$ cat src/hw/core_defines.svh
`ifndef CORE_DEFINES_SVH
`define CORE_DEFINES_SVH

// width of instruction word, pc and immediate
`define XLEN 32

// pc tagged onto the first word after reset
`define RESET_PC 32'h0000_1000

// instruction queue entries, power of two
`define QUEUE_DEPTH 4

`endif
$ cat src/hw/rvPkg.sv
package rvPkg;

    // major opcodes, inst[6:0]
    typedef enum logic [6:0] {
        ArtLog = 7'b0110011,
        ArtImm = 7'b0010011,
        Load   = 7'b0000011,
        Store  = 7'b0100011,
        Branch = 7'b1100011,
        Jalr   = 7'b1100111,
        Jal    = 7'b1101111,
        Lui    = 7'b0110111,
        Auipc  = 7'b0010111,
        Ecall  = 7'b1110011
    } opcodeE;

    typedef enum logic [4:0] {
        Add, Sub, Sll, Slt,
        Sltu, Xor, Srl, Sra,
        Or, And, Mul, Mulh,
        Mulhsu, Mulhu, Div, Rem
    } aluOpE;

    typedef enum logic [2:0] {
        Nop, Eq, Ne, Lt,
        Ge, Ltu, Geu, Jmp
    } bruOpE;

    typedef enum logic [1:0] {
        Reg,
        Imm,
        Pc4,    // link address for jumps
        PcImm   // auipc
    } aluSrcE;

    typedef enum logic [3:0] {
        None,
        Lb, Lh, Lw, Lbu, Lhu,
        Sb, Sh, Sw
    } ldstE;

    typedef struct packed {
        bruOpE  bruOp;      // ex
        aluOpE  aluOp;
        aluSrcE aluSrc;
        ldstE   ldst;       // mem
        logic   memWrite;
        logic   memRead;
        logic   regWrite;   // wb
        logic   memToReg;
        logic   branch;
        logic   predict;
        logic   ujtype;
        logic   excp;
    } ctrlS;

endpackage

$ cat src/hw/instPort.sv
`timescale 1ns/1ps
`include "core_defines.svh"

interface instPort;

    logic [`XLEN-1:0] inst;
    logic [`XLEN-1:0] pc;
    logic             valid;
    logic             ready;

    modport producer (
        output inst, pc, valid,
        input  ready
    );

    modport consumer (
        input  inst, pc, valid,
        output ready
    );

endinterface

$ cat src/hw/FrontEnd.sv
`timescale 1ns/1ps
`include "core_defines.svh"

module FrontEnd (
    input  logic             clk,
    input  logic             rst,
    input  logic             instValid,
    input  logic [`XLEN-1:0] inst,
    input  logic             redirect,
    input  logic [`XLEN-1:0] redirectPc,
    input  logic             hold,
    output logic             decValid,
    output logic [`XLEN-1:0] decPc,
    output rvPkg::ctrlS      decCtrl,
    output logic [4:0]       rd,
    output logic [4:0]       rs1,
    output logic [4:0]       rs2,
    output logic [`XLEN-1:0] imm,
    output logic             queueFull,
    output logic             overflow
);

    instPort fetchLink ();  // fetch -> queue
    instPort decLink ();    // queue -> decode

    FetchSeq uFetch (
        .clk        (clk),
        .rst        (rst),
        .instValid  (instValid),
        .inst       (inst),
        .redirect   (redirect),
        .redirectPc (redirectPc),
        .overflow   (overflow),
        .out        (fetchLink)
    );

    InstQueue uQueue (
        .clk   (clk),
        .rst   (rst),
        .flush (redirect),
        .full  (queueFull),
        .in    (fetchLink),
        .out   (decLink)
    );

    DecodeStage uDecode (
        .clk      (clk),
        .rst      (rst),
        .flush    (redirect),
        .hold     (hold),
        .in       (decLink),
        .decValid (decValid),
        .decPc    (decPc),
        .decCtrl  (decCtrl),
        .rd       (rd),
        .rs1      (rs1),
        .rs2      (rs2),
        .imm      (imm)
    );

endmodule

$ cat src/hw/DecodeStage.sv
`timescale 1ns/1ps
`include "core_defines.svh"

module DecodeStage (
    input  logic             clk,
    input  logic             rst,
    input  logic             flush,
    input  logic             hold,
    instPort.consumer        in,
    output logic             decValid,
    output logic [`XLEN-1:0] decPc,
    output rvPkg::ctrlS      decCtrl,
    output logic [4:0]       rd,
    output logic [4:0]       rs1,
    output logic [4:0]       rs2,
    output logic [`XLEN-1:0] imm
);
    import rvPkg::*;

    logic [`XLEN-1:0] word;
    opcodeE           opcode;
    ctrlS             ctrl;
    logic [`XLEN-1:0] immNext;
    logic             accept;

    assign word     = in.inst;
    assign opcode   = opcodeE'(word[6:0]);
    assign in.ready = !hold;
    assign accept   = in.valid && in.ready;

    Control uControl (
        .inst (word),
        .ctrl (ctrl)
    );

    // immediate by format
    always_comb begin
        case (opcode)
            Load, ArtImm, Jalr, Ecall: begin
                immNext = {{(`XLEN-12){word[31]}}, word[31:20]};
            end
            Store: begin
                immNext = {{(`XLEN-12){word[31]}}, word[31:25], word[11:7]};
            end
            Branch: begin
                immNext = {{(`XLEN-12){word[31]}}, word[7], word[30:25], word[11:8], 1'b0};
            end
            Lui, Auipc: begin
                immNext = {word[31:12], 12'b0};
            end
            Jal: begin
                immNext = {{(`XLEN-20){word[31]}}, word[19:12], word[20], word[30:21], 1'b0};
            end
            default: begin
                immNext = '0;   // r-type has none
            end
        endcase
    end

    always_ff @(posedge clk) begin
        if (rst || flush) begin
            decValid <= 1'b0;
        end else begin
            decValid <= accept;
        end
    end

    always_ff @(posedge clk) begin
        if (accept) begin
            decPc   <= in.pc;
            decCtrl <= ctrl;
            rd      <= word[11:7];
            rs1     <= word[19:15];
            rs2     <= word[24:20];
            imm     <= immNext;
        end
    end

endmodule

$ cat src/hw/Control.sv
`timescale 1ns/1ps
`include "core_defines.svh"

module Control (
    input  logic [`XLEN-1:0] inst,
    output rvPkg::ctrlS      ctrl
);
    import rvPkg::*;

    opcodeE     opcode;
    logic [2:0] funct3;
    logic [6:0] funct7;

    assign opcode = opcodeE'(inst[6:0]);
    assign funct3 = inst[14:12];
    assign funct7 = inst[31:25];

    always_comb begin
        ctrl = '0;  // unknown opcode stays all zero
        case (opcode)
            ArtLog: begin
                ctrl.aluSrc   = Reg;
                ctrl.regWrite = 1'b1;
                if (funct7 == 7'h01) begin
                    // M extension
                    case (funct3)
                        3'b000:  ctrl.aluOp = Mul;
                        3'b001:  ctrl.aluOp = Mulh;
                        3'b010:  ctrl.aluOp = Mulhsu;
                        3'b011:  ctrl.aluOp = Mulhu;
                        3'b100:  ctrl.aluOp = Div;
                        3'b101:  ctrl.aluOp = Div;
                        default: ctrl.aluOp = Rem;
                    endcase
                end else begin
                    case (funct3)
                        3'b000: begin
                            if (funct7[5]) ctrl.aluOp = Sub;
                            else           ctrl.aluOp = Add;
                        end
                        3'b001:  ctrl.aluOp = Sll;
                        3'b010:  ctrl.aluOp = Slt;
                        3'b011:  ctrl.aluOp = Sltu;
                        3'b100:  ctrl.aluOp = Xor;
                        3'b101: begin
                            if (funct7[5]) ctrl.aluOp = Sra;
                            else           ctrl.aluOp = Srl;
                        end
                        3'b110:  ctrl.aluOp = Or;
                        default: ctrl.aluOp = And;
                    endcase
                end
            end
            ArtImm: begin
                ctrl.aluSrc   = Imm;
                ctrl.regWrite = 1'b1;
                case (funct3)
                    3'b000:  ctrl.aluOp = Add;
                    3'b001:  ctrl.aluOp = Sll;
                    3'b010:  ctrl.aluOp = Slt;
                    3'b011:  ctrl.aluOp = Sltu;
                    3'b100:  ctrl.aluOp = Xor;
                    3'b101: begin
                        if (funct7[5]) ctrl.aluOp = Sra;
                        else           ctrl.aluOp = Srl;
                    end
                    3'b110:  ctrl.aluOp = Or;
                    default: ctrl.aluOp = And;
                endcase
            end
            Load: begin
                ctrl.aluOp    = Add;    // base + offset
                ctrl.aluSrc   = Imm;
                ctrl.memRead  = 1'b1;
                ctrl.regWrite = 1'b1;
                ctrl.memToReg = 1'b1;
                case (funct3)
                    3'b000:  ctrl.ldst = Lb;
                    3'b001:  ctrl.ldst = Lh;
                    3'b010:  ctrl.ldst = Lw;
                    3'b100:  ctrl.ldst = Lbu;
                    3'b101:  ctrl.ldst = Lhu;
                    default: ctrl.ldst = None;
                endcase
            end
            Store: begin
                ctrl.aluOp    = Add;
                ctrl.aluSrc   = Imm;
                ctrl.memWrite = 1'b1;
                case (funct3)
                    3'b000:  ctrl.ldst = Sb;
                    3'b001:  ctrl.ldst = Sh;
                    3'b010:  ctrl.ldst = Sw;
                    default: ctrl.ldst = None;
                endcase
            end
            Branch: begin
                ctrl.aluOp   = Add;
                ctrl.aluSrc  = Reg;
                ctrl.branch  = 1'b1;
                ctrl.predict = 1'b1;
                case (funct3)
                    3'b000:  ctrl.bruOp = Eq;
                    3'b001:  ctrl.bruOp = Ne;
                    3'b100:  ctrl.bruOp = Lt;
                    3'b101:  ctrl.bruOp = Ge;
                    3'b110:  ctrl.bruOp = Ltu;
                    3'b111:  ctrl.bruOp = Geu;
                    default: ctrl.bruOp = Nop;
                endcase
            end
            Jalr, Jal: begin
                ctrl.aluOp    = Add;
                ctrl.bruOp    = Jmp;
                ctrl.aluSrc   = Pc4;
                ctrl.regWrite = 1'b1;
                ctrl.branch   = 1'b1;
                ctrl.ujtype   = (opcode == Jal);
            end
            Lui: begin
                ctrl.aluOp    = Add;
                ctrl.aluSrc   = Imm;
                ctrl.regWrite = 1'b1;
                ctrl.ujtype   = 1'b1;
            end
            Auipc: begin
                ctrl.aluOp    = Add;
                ctrl.aluSrc   = PcImm;
                ctrl.regWrite = 1'b1;
                ctrl.ujtype   = 1'b1;
            end
            Ecall: begin
                ctrl.excp = 1'b1;
            end
            default: begin
                ctrl = '0;
            end
        endcase
    end

endmodule

$ cat src/hw/InstQueue.sv
`timescale 1ns/1ps
`include "core_defines.svh"

module InstQueue (
    input  logic      clk,
    input  logic      rst,
    input  logic      flush,
    output logic      full,
    instPort.consumer in,
    instPort.producer out
);

    localparam int PtrW = $clog2(`QUEUE_DEPTH);

    logic [`XLEN-1:0] instMem [`QUEUE_DEPTH];
    logic [`XLEN-1:0] pcMem   [`QUEUE_DEPTH];

    logic [PtrW-1:0] wrPtr;
    logic [PtrW-1:0] rdPtr;
    logic [PtrW:0]   count;
    logic            push;
    logic            pop;

    assign full     = (count == `QUEUE_DEPTH);
    assign in.ready = !full;
    assign push     = in.valid && in.ready;

    assign out.valid = (count != 0);
    assign out.inst  = instMem[rdPtr];
    assign out.pc    = pcMem[rdPtr];
    assign pop       = out.valid && out.ready;

    always_ff @(posedge clk) begin
        if (push) begin
            instMem[wrPtr] <= in.inst;
            pcMem[wrPtr]   <= in.pc;
        end
    end

    // pointers wrap on their own since depth is a power of two
    always_ff @(posedge clk) begin
        if (rst || flush) begin
            wrPtr <= '0;
            rdPtr <= '0;
            count <= '0;
        end else begin
            if (push) begin
                wrPtr <= wrPtr + 1'b1;
            end
            if (pop) begin
                rdPtr <= rdPtr + 1'b1;
            end
            case ({push, pop})
                2'b10:   count <= count + 1'b1;
                2'b01:   count <= count - 1'b1;
                default: count <= count;    // idle or push+pop
            endcase
        end
    end

endmodule

$ cat src/hw/FetchSeq.sv
`timescale 1ns/1ps
`include "core_defines.svh"

module FetchSeq (
    input  logic             clk,
    input  logic             rst,
    input  logic             instValid,
    input  logic [`XLEN-1:0] inst,
    input  logic             redirect,
    input  logic [`XLEN-1:0] redirectPc,
    output logic             overflow,
    instPort.producer        out
);

    logic [`XLEN-1:0] pc;
    logic             accepted;

    // a strobe on a redirect edge is dropped silently
    assign out.inst  = inst;
    assign out.pc    = pc;
    assign out.valid = instValid && !redirect;

    assign accepted = out.valid && out.ready;

    always_ff @(posedge clk) begin
        if (rst) begin
            pc <= `RESET_PC;
        end else if (redirect) begin
            pc <= redirectPc;
        end else if (accepted) begin
            pc <= pc + `XLEN'd4;
        end
    end

    // sticky until reset
    always_ff @(posedge clk) begin
        if (rst) begin
            overflow <= 1'b0;
        end else if (out.valid && !out.ready) begin
            overflow <= 1'b1;
        end
    end

endmodule

$ cat config.mk
export PLATFORM = sky130hd
export DESIGN_NAME = FrontEnd
export DESIGN_NICKNAME = d
export VERILOG_FILES = /design/src/hw/rvPkg.sv /design/src/hw/instPort.sv /design/src/hw/FrontEnd.sv /design/src/hw/DecodeStage.sv /design/src/hw/Control.sv /design/src/hw/InstQueue.sv /design/src/hw/FetchSeq.sv
export VERILOG_INCLUDE_DIRS = /design/src /design/src/hw
export SDC_FILE = /design/constraint.sdc
export NUM_CORES = 1
export LEC_CHECK = 0
export BUFFER_PORTS_ARGS = -buffer_cell sky130_fd_sc_hd__buf_2
export CAP_MARGIN = 10
export CORE_UTILIZATION = 45
export DETAILED_ROUTE_END_ITERATION = 6
export HOLD_SLACK_MARGIN = 0.1
export PLACE_DENSITY = 0.71
export RECOVER_POWER = 50
export SKIP_LAST_GASP = 1
export SLEW_MARGIN = 15
export SYNTH_ARGS = -nofsm -noshare
export SYNTH_HDL_FRONTEND = slang
export SYNTH_HIERARCHICAL = 1
export SYNTH_SLANG_ARGS = --single-unit
$ cat constraint.sdc
create_clock -name clk -period 8 [get_ports clk]
set_input_delay 0.4 -clock clk [delete_from_list [all_inputs] [get_ports clk]]
set_output_delay 0.4 -clock clk [all_outputs]
set_load 0.01 [all_outputs]
==> results of run 1 <==
==> repair_timing <==
action	4_1_cts	5_1_grt
hold endpoints to repair	123	0
hold buffers	31	0
endpoints found under the setup margin	0	0
==> kinds of logic after synthesis <==
logic type / Yosys count / share of synthesized area [%]
adder cells (fa/ha/maj): 7 / 0.595
buffers and inverters: 95 / 3.81
XOR/XNOR: 18 / 0.987
AO/OA/AOI/OAI: 116 / 5.18
AND/OR/NAND/NOR: 206 / 7.56
multiplexers: 69 / 9.34
other: 1 / 0.0235
flip-flops: 400 / 72.5
==> metal layers <==
layer,vias up,GRT usage (%)
met5,-,0
met4,0,4.31
met3,54,3.29
met2,294,29.5
met1,4341,24.9
li1,3954,-
==> worst max path at each step <==
stage                                      start                            to  slack (ns)  cells after the start
global placement                       flip-flop     uDecode/imm[27]$_DFFE_PP_        5.07                      5
floorplan           uQueue/count[0]$_SDFFE_PP0P_  uDecode/decCtrl[0]$_DFFE_PP_        2.43                      2
detailed placement                     flip-flop     uDecode/imm[20]$_DFFE_PP_        5.03                      5
finish              uQueue/count[0]$_SDFFE_PP0P_  uDecode/decCtrl[5]$_DFFE_PP_        3.84                      4
CTS                                    flip-flop     uDecode/imm[20]$_DFFE_PP_        5.02                      5
global route                           flip-flop     uDecode/imm[20]$_DFFE_PP_        3.42                      5
==> layout by cell type, fill, tap and decap left out, types with 5 or more instances in the layout <==
cell	instances
sky130_fd_sc_hd__o31ai_1	8
sky130_fd_sc_hd__a21oi_1	16
sky130_fd_sc_hd__inv_1	15
sky130_fd_sc_hd__nor4_1	9
sky130_fd_sc_hd__clkbuf_16	45
sky130_fd_sc_hd__mux4_2	64
sky130_fd_sc_hd__nand2_1	33
sky130_fd_sc_hd__nor3_1	11
sky130_fd_sc_hd__xor2_1	8
sky130_fd_sc_hd__nand3_1	15
sky130_fd_sc_hd__a21oi_2	5
sky130_fd_sc_hd__mux2i_1	5
sky130_fd_sc_hd__o21ai_0	15
sky130_fd_sc_hd__and3_1	7
sky130_fd_sc_hd__or4_1	9
sky130_fd_sc_hd__a21o_1	20
sky130_fd_sc_hd__dlygate4sd3_1	31
sky130_fd_sc_hd__and4_1	11
sky130_fd_sc_hd__a311oi_1	11
sky130_fd_sc_hd__buf_2	36
sky130_fd_sc_hd__edfxtp_1	357
sky130_fd_sc_hd__a211oi_1	11
sky130_fd_sc_hd__dfxtp_1	42
sky130_fd_sc_hd__nor2_1	50
sky130_fd_sc_hd__ha_1	6
sky130_fd_sc_hd__clkbuf_1	149
sky130_fd_sc_hd__clkinv_1	7
sky130_fd_sc_hd__buf_4	7
sky130_fd_sc_hd__o21ai_1	5
sky130_fd_sc_hd__clkinv_2	6
sky130_fd_sc_hd__xnor2_1	10
sky130_fd_sc_hd__and2_1	12
sky130_fd_sc_hd__nand4_1	11
==> flip-flops by register name, summed over array words and instances (netlist names), named ones only <==
signal / flops
uQueue/instMem: 128
uQueue/count: 3
uDecode/decCtrl: 22
uQueue/pcMem: 128
uDecode/rs1: 5
uQueue/rdPtr: 2
uQueue/wrPtr: 2
uFetch/out.pc: 32
uDecode/rs2: 5
uDecode/imm: 32
uDecode/rd: 5
uFetch/overflow: 1
uDecode/decPc: 32
uDecode/decValid: 1
==> stage by stage <==
step | setup slack [ns] | hold WS [ns]
final | 3.84 | 0.124
after global routing | 3.42 | 0.142
after CTS | 5.02 | 0.102
after detailed placement | 5.03 | 0.467
after global placement | 5.07 | 0.466
after floorplan | 2.43 | 0.459
==> where the power goes <==
| group | switching, uW | internal (uW) | total, uW |
|---|---|---|---|
| sequential | 37.0 | 2320 | 2360 |
| combinational | 100 | 70.6 | 171 |
| clock | 762 | 1160 | 1930 |
==> area by class of cell <==
| type | instances | area [sq um] |
|---|---|---|
| fillers | 2832 | 16300 |
| clock inverters | 19 | 191 |
| repair buffers | 210 | 1050 |
| clock buffers | 59 | 1190 |
| inverters | 19 | 76.3 |
| flip-flops and latches | 400 | 11600 |
| well taps | 455 | 569 |
| multi-input cells | 417 | 3790 |
==> critical path, stage by stage (launching register included) <==
cell and delay, ns:
sky130_fd_sc_hd__dfxtp_1 0.42, sky130_fd_sc_hd__or3_1 0.13, sky130_fd_sc_hd__nor2b_1 1.90, sky130_fd_sc_hd__buf_4 0.70, sky130_fd_sc_hd__buf_4 0.58
==> out/summary.md, run 1 <==
The run finished, with violations left. The final reports fail on max-capacitance violations, max-slew violations. The worst hold path depth works out to 3. Yosys attributes the largest share of cell area to sky130_fd_sc_hd__edfxtp_1, sky130_fd_sc_hd__mux4_2, sky130_fd_sc_hd__dfxtp_1. The hold violation count in the final report is 0. Layout overhead on the synthesized area: 15.6%.

The root buffer selected by CTS was sky130_fd_sc_hd__clkbuf_16. The total of flip-flops plus latches after synthesis came out at 400. The Yosys step of the flow raised 6 warnings. The count of flip-flops with a built-in enable after synthesis was 357; the count of H-tree levels built during CTS was 2. The smallest clock period supported by the final layout is computed as 4.16 ns. Setup repair after global routing left no endpoint under its margin. The dominant synthesized flop cell was sky130_fd_sc_hd__edfxtp_1. By count the netlist is led by sky130_fd_sc_hd__edfxtp_1, sky130_fd_sc_hd__mux4_2, sky130_fd_sc_hd__nor2_1. Number of nets produced by synthesis: 988. The tree built by TritonCTS fans out to 400 sinks. The buffer count from post-CTS setup fixing is 0, and the required time reported for the critical path endpoint is 8.16 ns. The worst setup path is captured at a flip-flop. The core region is 34700 sq um. Cells with a size suffix above 1 make up 17.3% of the layout. The largest voltage drop on the vdd net is 0.140 mV, and the total routed wirelength is 32500 microns. After synthesis, the largest area contributor takes up 67.1% of total cell area.

Wire length on met2: 15800 microns. TritonCTS built the clock tree. The number of maximum-capacitance constraint violations is 2. Worst hold path endpoint: uFetch/out.pc[2]$_SDFFE_PP0P_.

The ratio of final minimum period to clock period works out to 52.0%. At the end of routability-driven placement, the weighted congestion stood at 0.801. In the synthesized netlist, the number of instances is 912.

The run gives 8674 as the number of global-route vias before repair. Type of element launching the critical path: a flip-flop. The first global-routing pass estimated 49800 microns of wire. The number of cells on the worst reg-to-reg path is 4. The number of antenna violations at the first check in global routing is 0. The run gives 4.32 ns as the critical path data arrival time. The area of all placed cells without fillers is 18500 sq um. The logs give 42 for the CTS buffer count and 240 MHz for the highest achievable clock rate. During I/O placement, the number of pins put on the boundary was 173. Including well taps, the total number of placed cells is 1470. After clock tree synthesis, the clock-pin slew on the worst setup and hold paths is 0.06 ns. Summed over all cells, the static leakage comes to 0.00607 uW. At the pin with the least slew margin, the transition time is 2.59 ns. Post-synthesis cell type with the largest combined area: sky130_fd_sc_hd__edfxtp_1. The startpoint identified for the worst hold timing path is redirectPc[2]. In this run the tool buffered the top-level ports with 172 buffer cells. Antenna diode count: 0. Cells fill 53.2% of the core in the end.

The headroom to the max-slew limit is -73.2%. The min-delay analysis places its worst path in the category in2reg. The number of gates resized after CTS was 0.

Final instance count without filler cells: 1579. The final worst clock skew was 0.0159 ns; the per-instance average area after synthesis was 17.5 sq um. After floorplanning, the core was divided into 68 placement rows. The share of the Yosys chip area taken by registers is 72.5%. In this run the horizontal extent of the chip is 190 microns. Global routing used 18.0% of the available tracks across all layers.

The detailed-routed wire length on met3 is 2110 microns. The number of different library cells used by synthesis comes to 73. The clock passes through at most 3 buffers. The setup check on the worst reg-to-reg path leaves a slack of 3.84 ns.

The share of synthesized flip-flops with an asynchronous set or reset was 0%. Before antenna repair, the detailed router went through 5 iterations. The critical-path maximum fanout was 43.

For this run the aggregate overflow at the end of global routing stands at 0. The instance area at placement was 17000 sq um. The most common cell in the synthesized netlist is sky130_fd_sc_hd__edfxtp_1.

After detailed routing, the wire length on met1 is 14100 microns. The highest metal layer carrying signal wires in the routed design is met4. By startpoint and endpoint, the worst setup path is classified as reg2reg.

The startpoint of the most critical register-to-register path is uQueue/count[0]$_SDFFE_PP0P_. After the first detailed-routing iteration, the DRC count stood at 811. In this run the critical register-to-register path is captured at uDecode/decCtrl[5]$_DFFE_PP_. Measured along the y axis, the die boundary spans 190 microns. After the last flow step, the layout net total stands at 1166. Entering global routing, the biggest net connects 65 pins. For this configuration, the core starts out at a cell density of 46.0%. Summing internal, switching and leakage power gives 4450 uW. The final route contains 8643 vias.

The insertion delay of the later-clocked pin in the worst-skew pair was 0.53 ns; the max-slew violation total from the final report was 57. Setup violations remaining at the end of the flow were counted as 0. The floorplan step defined a die boundary enclosing 36300 sq um. The power per unit of standard cell area came out at 241 nW/um^2. After detailed routing, the number of remaining DRC violations is 0. Setup total negative slack on the finished layout was measured at 0 ns. The half-perimeter wire length after placement was 19900 microns; the post-detailed-route count of antenna-violating nets was 0.

The synthesized netlist occupies a cell area of 16000 sq um. Via count normalized by instance count: 5.47. After detailed routing, the average wire length per cell comes to 20.6 microns.
No activity file was read; power rests on OpenSTA's default activity.
==> run 2, diff against run 1 <==
ABC_AREA = 1   (was unset)
clock period = 3.95 ns   (was 8 ns; I/O delays follow)
==> out/summary.md, run 2 <==
The tools report the max-slew violation total from the final report as 297. The routed layout has 11400 vias. Dividing total power by cell area gives a power density of 464 nW/um^2. In this run the core area contains 70 standard-cell rows. The largest individual stage delay along the critical path comes from the cell sky130_fd_sc_hd__clkbuf_1. The via count normalized by instance count was 5.27. Worst path buffer plus inverter count: 2.

Leaving out fill and tap cells, the most frequent cell in the layout is sky130_fd_sc_hd__edfxtp_1. The tools report the worst-case clock buffer depth as 3. The tools report the total congestion overflow as 0. The post-synthesis compound-gate area fraction was 8.95%; the share of layout cells above drive strength 1 was 10.4%.

Setup slack closes at 0.723 ns. The worst-case IR drop observed on VDD is 0.327 mV. The tools report the root buffer selected by CTS as sky130_fd_sc_hd__clkbuf_16.

The logs give 46 for the count of different cell masters after synthesis and 2 for the count of H-tree levels built during CTS. The half-perimeter wire length after placement is 24000 microns. The number of sinks handled by clock tree synthesis was 400. The synthesized netlist cell count was 1461. The final core utilization is 53.5%. Traced cell by cell, the critical path runs through clkbuf_1 -> nor2_1 -> nand2_1 -> nor2_4 -> clkbuf_2.

For this run, the top clock speed supported by timing is 310 MHz. For the finished layout, the period the worst path requires is 3.23 ns. 173 I/O pins were placed. The logs give 820 for the starting DRC count in detailed routing and 1743 for the number of nets in the layout. The biggest area contributor in the post-synthesis netlist is sky130_fd_sc_hd__edfxtp_1. The insertion delay of the later-clocked pin in the worst-skew pair was 0.54 ns; the die outline area was 38100 sq um. Each instance of the synthesized netlist takes up on average 11.5 sq um.

The tools report the total routed wirelength as 38100 microns. The clock input transition at the sequential cells of the worst setup and hold paths works out to 0.06 ns. Once the floorplan was initialized, standard cells occupied 45.8% of the core.

The dominant combinational cell family by area after synthesis was simple AND/OR/NAND/NOR gates. The most common cell in the synthesized netlist is sky130_fd_sc_hd__edfxtp_1. TritonCTS built the clock tree.

After detailed routing, the average wire length per cell comes to 17.6 microns. Required time reported for the critical path endpoint: 3.82 ns. Summing the areas of all xor and xnor instances in the mapped netlist gives 0.313% of the synthesized area. Setup repair after global routing left no endpoint under its margin. The logs give 10900 for the number of global-route vias before repair and 0 for the hold violation count in the final report. For this run, the detailed router's first-pass iteration total came to 5. In the finished design, the share of the clock period the worst path needs comes to 81.7%. The top cell types in the final layout, fill and taps aside, are sky130_fd_sc_hd__edfxtp_1, sky130_fd_sc_hd__nand2_1, sky130_fd_sc_hd__nor2_1, sky130_fd_sc_hd__clkbuf_1, sky130_fd_sc_hd__o21ai_0.

The type of the worst setup path was in2reg. After filler insertion, the fill cell instance count of the layout stands at 3192. Routability-driven placement finished with a final weighted congestion of 0.912. For this run, asynchronously set or reset flops after synthesis account for 0%.

After synthesis, the cell types taking the most area are sky130_fd_sc_hd__edfxtp_1, sky130_fd_sc_hd__dfxtp_1, sky130_fd_sc_hd__nand2_1. The headroom to the max-slew limit was -32.5%; the maximum number of pins on one net before global-route repair was 75. STA classifies the critical path startpoint as an input port. The flow ran to the end, but the final reports show violations. The first global-routing pass estimated 58700 microns of wire. The number of port buffers was 172; the critical path data arrival time was 3.09 ns.

Compared with the post-synthesis result, the final layout area differs by 16.7%. On the worst path, the slowest cell contributes a delay of 1.10 ns. Summed over all cells, the static leakage comes to 0.00703 uW. Category of the worst setup path capture point: a flip-flop. The run gives 0 as the post-detailed-route count of antenna-violating nets. In the global route stage, overall resource usage came out at 19.8%. In the final layout, the registers with the most flip-flops are uQueue/instMem x128, uQueue/pcMem x128. The number of antenna violations at the first check in global routing is 1, and the CTS buffer count is 42.

After floorplanning, the core was sized to cover 36600 sq um. The clock arrives with 0.0221 ns of skew. The logs give 0 for the number of instances resized during post-cts repair and 16800 sq um for the combined area of all synthesized cells. Dominant synthesized flop cell: sky130_fd_sc_hd__edfxtp_1. Before CTS, the worst setup slack after placement is 1.01 ns. The adder and majority gate portion of the synthesized area came out at 0.567%. For this run, the number of Yosys warnings is 6.

The worst min-delay path category was in2reg. The final reports fail on max-capacitance violations, max-slew violations. The DRC violation count after routing is 0.

Of all nets on the critical path, the largest fanout is 64. The run gives 5 as the number of maximum-capacitance constraint violations. Summed over its instances, the top area cell type makes up 63.9% of the synthesized netlist area. Counting every net in the synthesized netlist gives 1537. Setup violations remaining at the end of the flow were counted as 0. After synthesis, flip-flops and latches occupy 69.0% of the total area. The die boundary height came out at 195 microns. The total of flip-flops plus latches after synthesis is 400, and the overall die width is 195 microns. After routing the design area is 19600 sq um. The tools report the instance area at placement as 17800 sq um. Yosys mapped a number of flops with a built-in enable equal to 357. The kind of cell with the highest combined delay on the critical path is buffers and inverters. In the synthesized netlist, the cells that appear most often are sky130_fd_sc_hd__edfxtp_1, sky130_fd_sc_hd__nand2_1, sky130_fd_sc_hd__nor2_1.

Summing the areas of all and, or, nand and nor instances in the mapped netlist gives 14.9% of the synthesized area. Slew at the pin closest to its max-slew limit: 1.99 ns. The multiplexer fraction of the synthesized cell area came out at 0%.
-- run 2: changes by cell type in the layout (fill, tap and decap cells not counted), sizes merged, moves of 12 or more --
cell,delta
inv,+90
nand2,+213
dlygate4sd3,+35
o21ai,+146
o22ai,+63
a21o,-20
and4,-12
nor2,+175
nand3,+64
mux4,-64
-- run 2: area by class of cell --
class	count	area, sq um	area share [%]
antenna	2	5.00	0.0256
clock buffer	54	1150	5.86
clock inverter	22	193	0.984
inverter	107	407	2.08
multi-input combinational	861	4180	21.3
sequential	400	11600	59.2
tap	468	586	2.99
timing repair buffer	255	1480	7.56
-- run 2: metal layers --
layer / routed length [microns] / GRT usage (%) / vias up
met5: 0 / 0 / -
met4: 943 / 6.10 / 0
met3: 2310 / 2.94 / 66
met2: 18400 / 33.9 / 420
met1: 16400 / 26.0 / 5451
li1: - / - / 5496
-- run 2: logic make-up after synthesis --
| logic type | after synthesis |
|---|---|
| and+or+nand+nor | 571 |
| DFF | 400 |
| AOI/OAI and AO/OA | 276 |
| buffers and inverters | 200 |
| adders and majority gates | 7 |
| xor gates and xnor gates | 6 |
| other | 1 |
-- run 2: worst paths after layout --
kind                                     start                              end  slack (ns)  cells after the start
setup / recovery                      redirect  uQueue/instMem[0][25]$_DFFE_PP_        0.72                      5
hold / removal                             rst   uFetch/out.pc[21]$_SDFFE_PP0P_        0.18                      2
setup reg to reg                     flip-flop        uDecode/imm[31]$_DFFE_PP_        0.73                     10
hold reg to reg   uFetch/overflow$_SDFFE_PP0P_     uFetch/overflow$_SDFFE_PP0P_        0.48                      1
-- run 2: through the flow --
| stage | hold slack (ns) | TNS, ns | instances | power (uW) |
|---|---|---|---|---|
| global placement | 0.412 | 0 | 2025 | 5300 |
| CTS | 0.158 | 0 | 2167 | 9170 |
| finish | 0.176 | 0 | 2169 | 9080 |
| detailed placement | 0.415 | 0 | 2025 | 5320 |
| global route | 0.189 | 0 | 2167 | 9380 |
| floorplan | 0.269 | -60.64 | 1461 | 5160 |
-- run 2: where the power goes --
group,switching [uW],internal (uW)
combinational,315,162
sequential,73.4,4720
clock,1560,2250
-- run 2: repair_timing --
| action | CTS | global route |
|---|---|---|
| hold endpoints to repair | 164 | 0 |
| buffers inserted | 0 | 0 |
| hold buffers | 66 | 0 |
==> run 3, diff against run 2 <==
PLACE_DENSITY = 0.73   (was 0.71)
clock period = 2.9 ns   (was 3.95 ns; I/O delays follow)
==> out/summary.md, run 3 (synthesis results as in run 2) <==
The ratio of final minimum period to clock period came out at 88.6%. The run gives 0.332 ns as the minimum setup slack in the final design. The number of maximum-capacitance constraint violations was 0; the number of hold buffers added after CTS was 68.

The highest achievable clock rate is 389 MHz. In the final layout, the multi-input gates occupy 4170 sq um. In the global route stage, overall resource usage came out at 19.5%.

The instance area at placement came out at 17900 sq um. The hold violation count in the final report was 0. The die outline area was 38100 sq um. The largest registers in the layout are uQueue/instMem x128, uQueue/pcMem x128. Summing all non-filler instances in the final layout gives an area of 19700 sq um. For this design the ratio of total power to cell area is 620 nW/um^2. The number of cells on the worst reg-to-reg path is 10. The sum of internal, switching and leakage power was 12200 uW; the number of filler cells placed in the layout was 3142.

Traced cell by cell, the critical path runs through buf_4 -> o21ai_0 -> o22ai_1 -> buf_4 -> nand2_1 -> nor2_2 -> nand2_1 -> nand2_1 -> nand2_1 -> nand3_1. The starting DRC count in detailed routing was 859; the critical path data arrival time was 2.98 ns. At the end of routability-driven placement, the weighted congestion stood at 0.918.

At the pin with the least slew margin, the transition time is 0.868 ns. The number of cells on the critical path was 10. The run gives 400 as the number of sinks handled by clock tree synthesis. The worst-path cell with the longest stage delay is sky130_fd_sc_hd__nor2_2. On the worst path, the slowest cell contributes a delay of 0.43 ns. TritonCTS built the clock tree. The headroom to the max-slew limit is 41.9%, and the worst path buffer plus inverter count is 2.

TritonCTS created 42 clock buffers. Cells fill 53.9% of the core in the end. The root buffer selected by CTS was sky130_fd_sc_hd__clkbuf_16.

The half-perimeter wire length after placement was 24200 microns; the clock input transition at the sequential cells of the worst setup and hold paths was 0.06 ns. The logs give 0 for the post-detailed-route count of antenna-violating nets and 45.8% for the initial standard-cell utilization of the core. The total routed wirelength was 37700 microns. Total core area: 36600 sq um. For the required time reported for the critical path endpoint, the log shows 3.31 ns. In the routed design, unresolved DRC markers number 0. The routed design could run at a clock period as short as 2.57 ns. The tools report the number of primary I/O pins as 173. The type of the worst setup path was reg2reg.

The tools report the max-slew violation total from the final report as 0. Setup repair after global routing left no endpoint under its margin. The H-tree was split into 2 levels.

The number of global-route vias before repair was 10800; the iteration count of the initial detailed-routing pass was 6. Cells with a size suffix above 1 make up 10.7% of the layout. Type of element launching the critical path: a flip-flop.

From left edge to right edge, the die measures 195 microns. The number of port buffers came out at 172. Counting stages on the worst path, the most repeated cell is sky130_fd_sc_hd__nand2_1. After detailed routing, the average wire length per cell comes to 17.3 microns. For the number of antenna violations at the first check in global routing, the log shows 0. The first global-routing pass estimated 58300 microns of wire. The run gives 0 as the number of instances resized during post-cts repair. The worst hold path was traced through 2 stages. The total congestion overflow was 0; the die boundary height was 195 microns. The clock passes through at most 3 buffers. The library cell used most frequently in the layout, excluding fill and tap cells, is sky130_fd_sc_hd__edfxtp_1. Of all nets on the critical path, the largest fanout is 38.

Setup violations remaining at the end of the flow were counted as 0. The via count normalized by instance count is 5.24, and the total number of placement rows is 70. The run gives 0.527 mV as the largest voltage drop on the vdd net. The clock arrives with 0.0173 ns of skew. The layout overhead on the synthesized area is 17.5%, and the sequential cell area is 11600 sq um. Via count of the routed design: 11400.

The category of the worst setup path capture point is a flip-flop. The placement-stage worst setup slack is 0.395 ns, and the static leakage is 0.00711 uW. In this run the worst hold path is classified as in2reg. The kind of cell with the highest combined delay on the critical path is simple AND/OR/NAND/NOR gates. For the insertion delay of the later-clocked pin in the worst-skew pair, the log shows 0.55 ns. The flow ran to the end, and the final reports show no timing, DRC or antenna violations. In the final design database the tool counted 1758 nets. The run gives 0 ns as the final sum of negative setup slack. In this run the post-CTS setup repair buffer count came out at 0. In the layout the commonest cells are sky130_fd_sc_hd__edfxtp_1, sky130_fd_sc_hd__nand2_1, sky130_fd_sc_hd__nor2_1, sky130_fd_sc_hd__clkbuf_1, sky130_fd_sc_hd__o21ai_0. The maximum number of pins on one net before global-route repair came out at 76.
-- run 3: changes by cell type in the layout (fill, tap and decap cells not counted), sizes merged --
cell | previous run | this run
buf | 48 | 64
clkbuf | 195 | 190
clkinv | 15 | 18
clkinvlp | 3 | 0
inv | 108 | 111
bufinv | 3 | 1
dlygate4sd3 | 66 | 68
diode | 2 | 1
-- run 3: final timing paths --
kind                                 from                              to  slack, ns
max                             flip-flop       uDecode/imm[11]$_DFFE_PP_       0.33
min reg2reg  uFetch/overflow$_SDFFE_PP0P_    uFetch/overflow$_SDFFE_PP0P_       0.48
min                                   rst  uFetch/out.pc[11]$_SDFFE_PP0P_       0.13
max reg2reg                     flip-flop       uDecode/imm[11]$_DFFE_PP_       0.33
-- run 3: stage by stage --
step / cells / hold WS, ns
2_1_floorplan: 1461 / 0.217
3_3_place_gp: 2038 / 0.358
3_5_place_dp: 2038 / 0.362
4_1_cts: 2181 / 0.102
5_1_grt: 2181 / 0.123
6_report: 2182 / 0.128
-- run 3: power breakdown --
group	internal, uW	switching, uW	leakage (uW)
clock network	2890	2160	0.000640
logic	234	431	0.00285
registers	6430	95.2	0.00363
-- run 3: per-layer routing --
metal | global-route usage, % | routed length (microns) | vias up
li1 | - | - | 5522
met1 | 25.8 | 16200 | 5438
met2 | 33.6 | 18400 | 415
met3 | 3.18 | 2530 | 57
met4 | 4.99 | 648 | 0
met5 | 0 | 0 | -
-- run 3: area by class of cell --
| type | instances | share of cell area [%] |
|---|---|---|
| Tap cell | 468 | 2.97 |
| Inverter | 107 | 2.06 |
| Clock inverter | 23 | 0.799 |
| Timing Repair Buffer | 270 | 8.52 |
| Clock buffer | 52 | 5.78 |
| Sequential cell | 400 | 58.7 |
| Antenna cell | 1 | 0.0127 |
| Multi-Input combinational cell | 861 | 21.1 |
-- run 3: worst reg2reg max path, cell delays in order (launching register included) --
cell,delay (ns)
sky130_fd_sc_hd__dfxtp_1,0.38
sky130_fd_sc_hd__buf_4,0.36
sky130_fd_sc_hd__o21ai_0,0.17
sky130_fd_sc_hd__o22ai_1,0.17
sky130_fd_sc_hd__buf_4,0.17
sky130_fd_sc_hd__nand2_1,0.10
sky130_fd_sc_hd__nor2_2,0.43
sky130_fd_sc_hd__nand2_1,0.19
sky130_fd_sc_hd__nand2_1,0.28
sky130_fd_sc_hd__nand2_1,0.12
sky130_fd_sc_hd__nand3_1,0.10
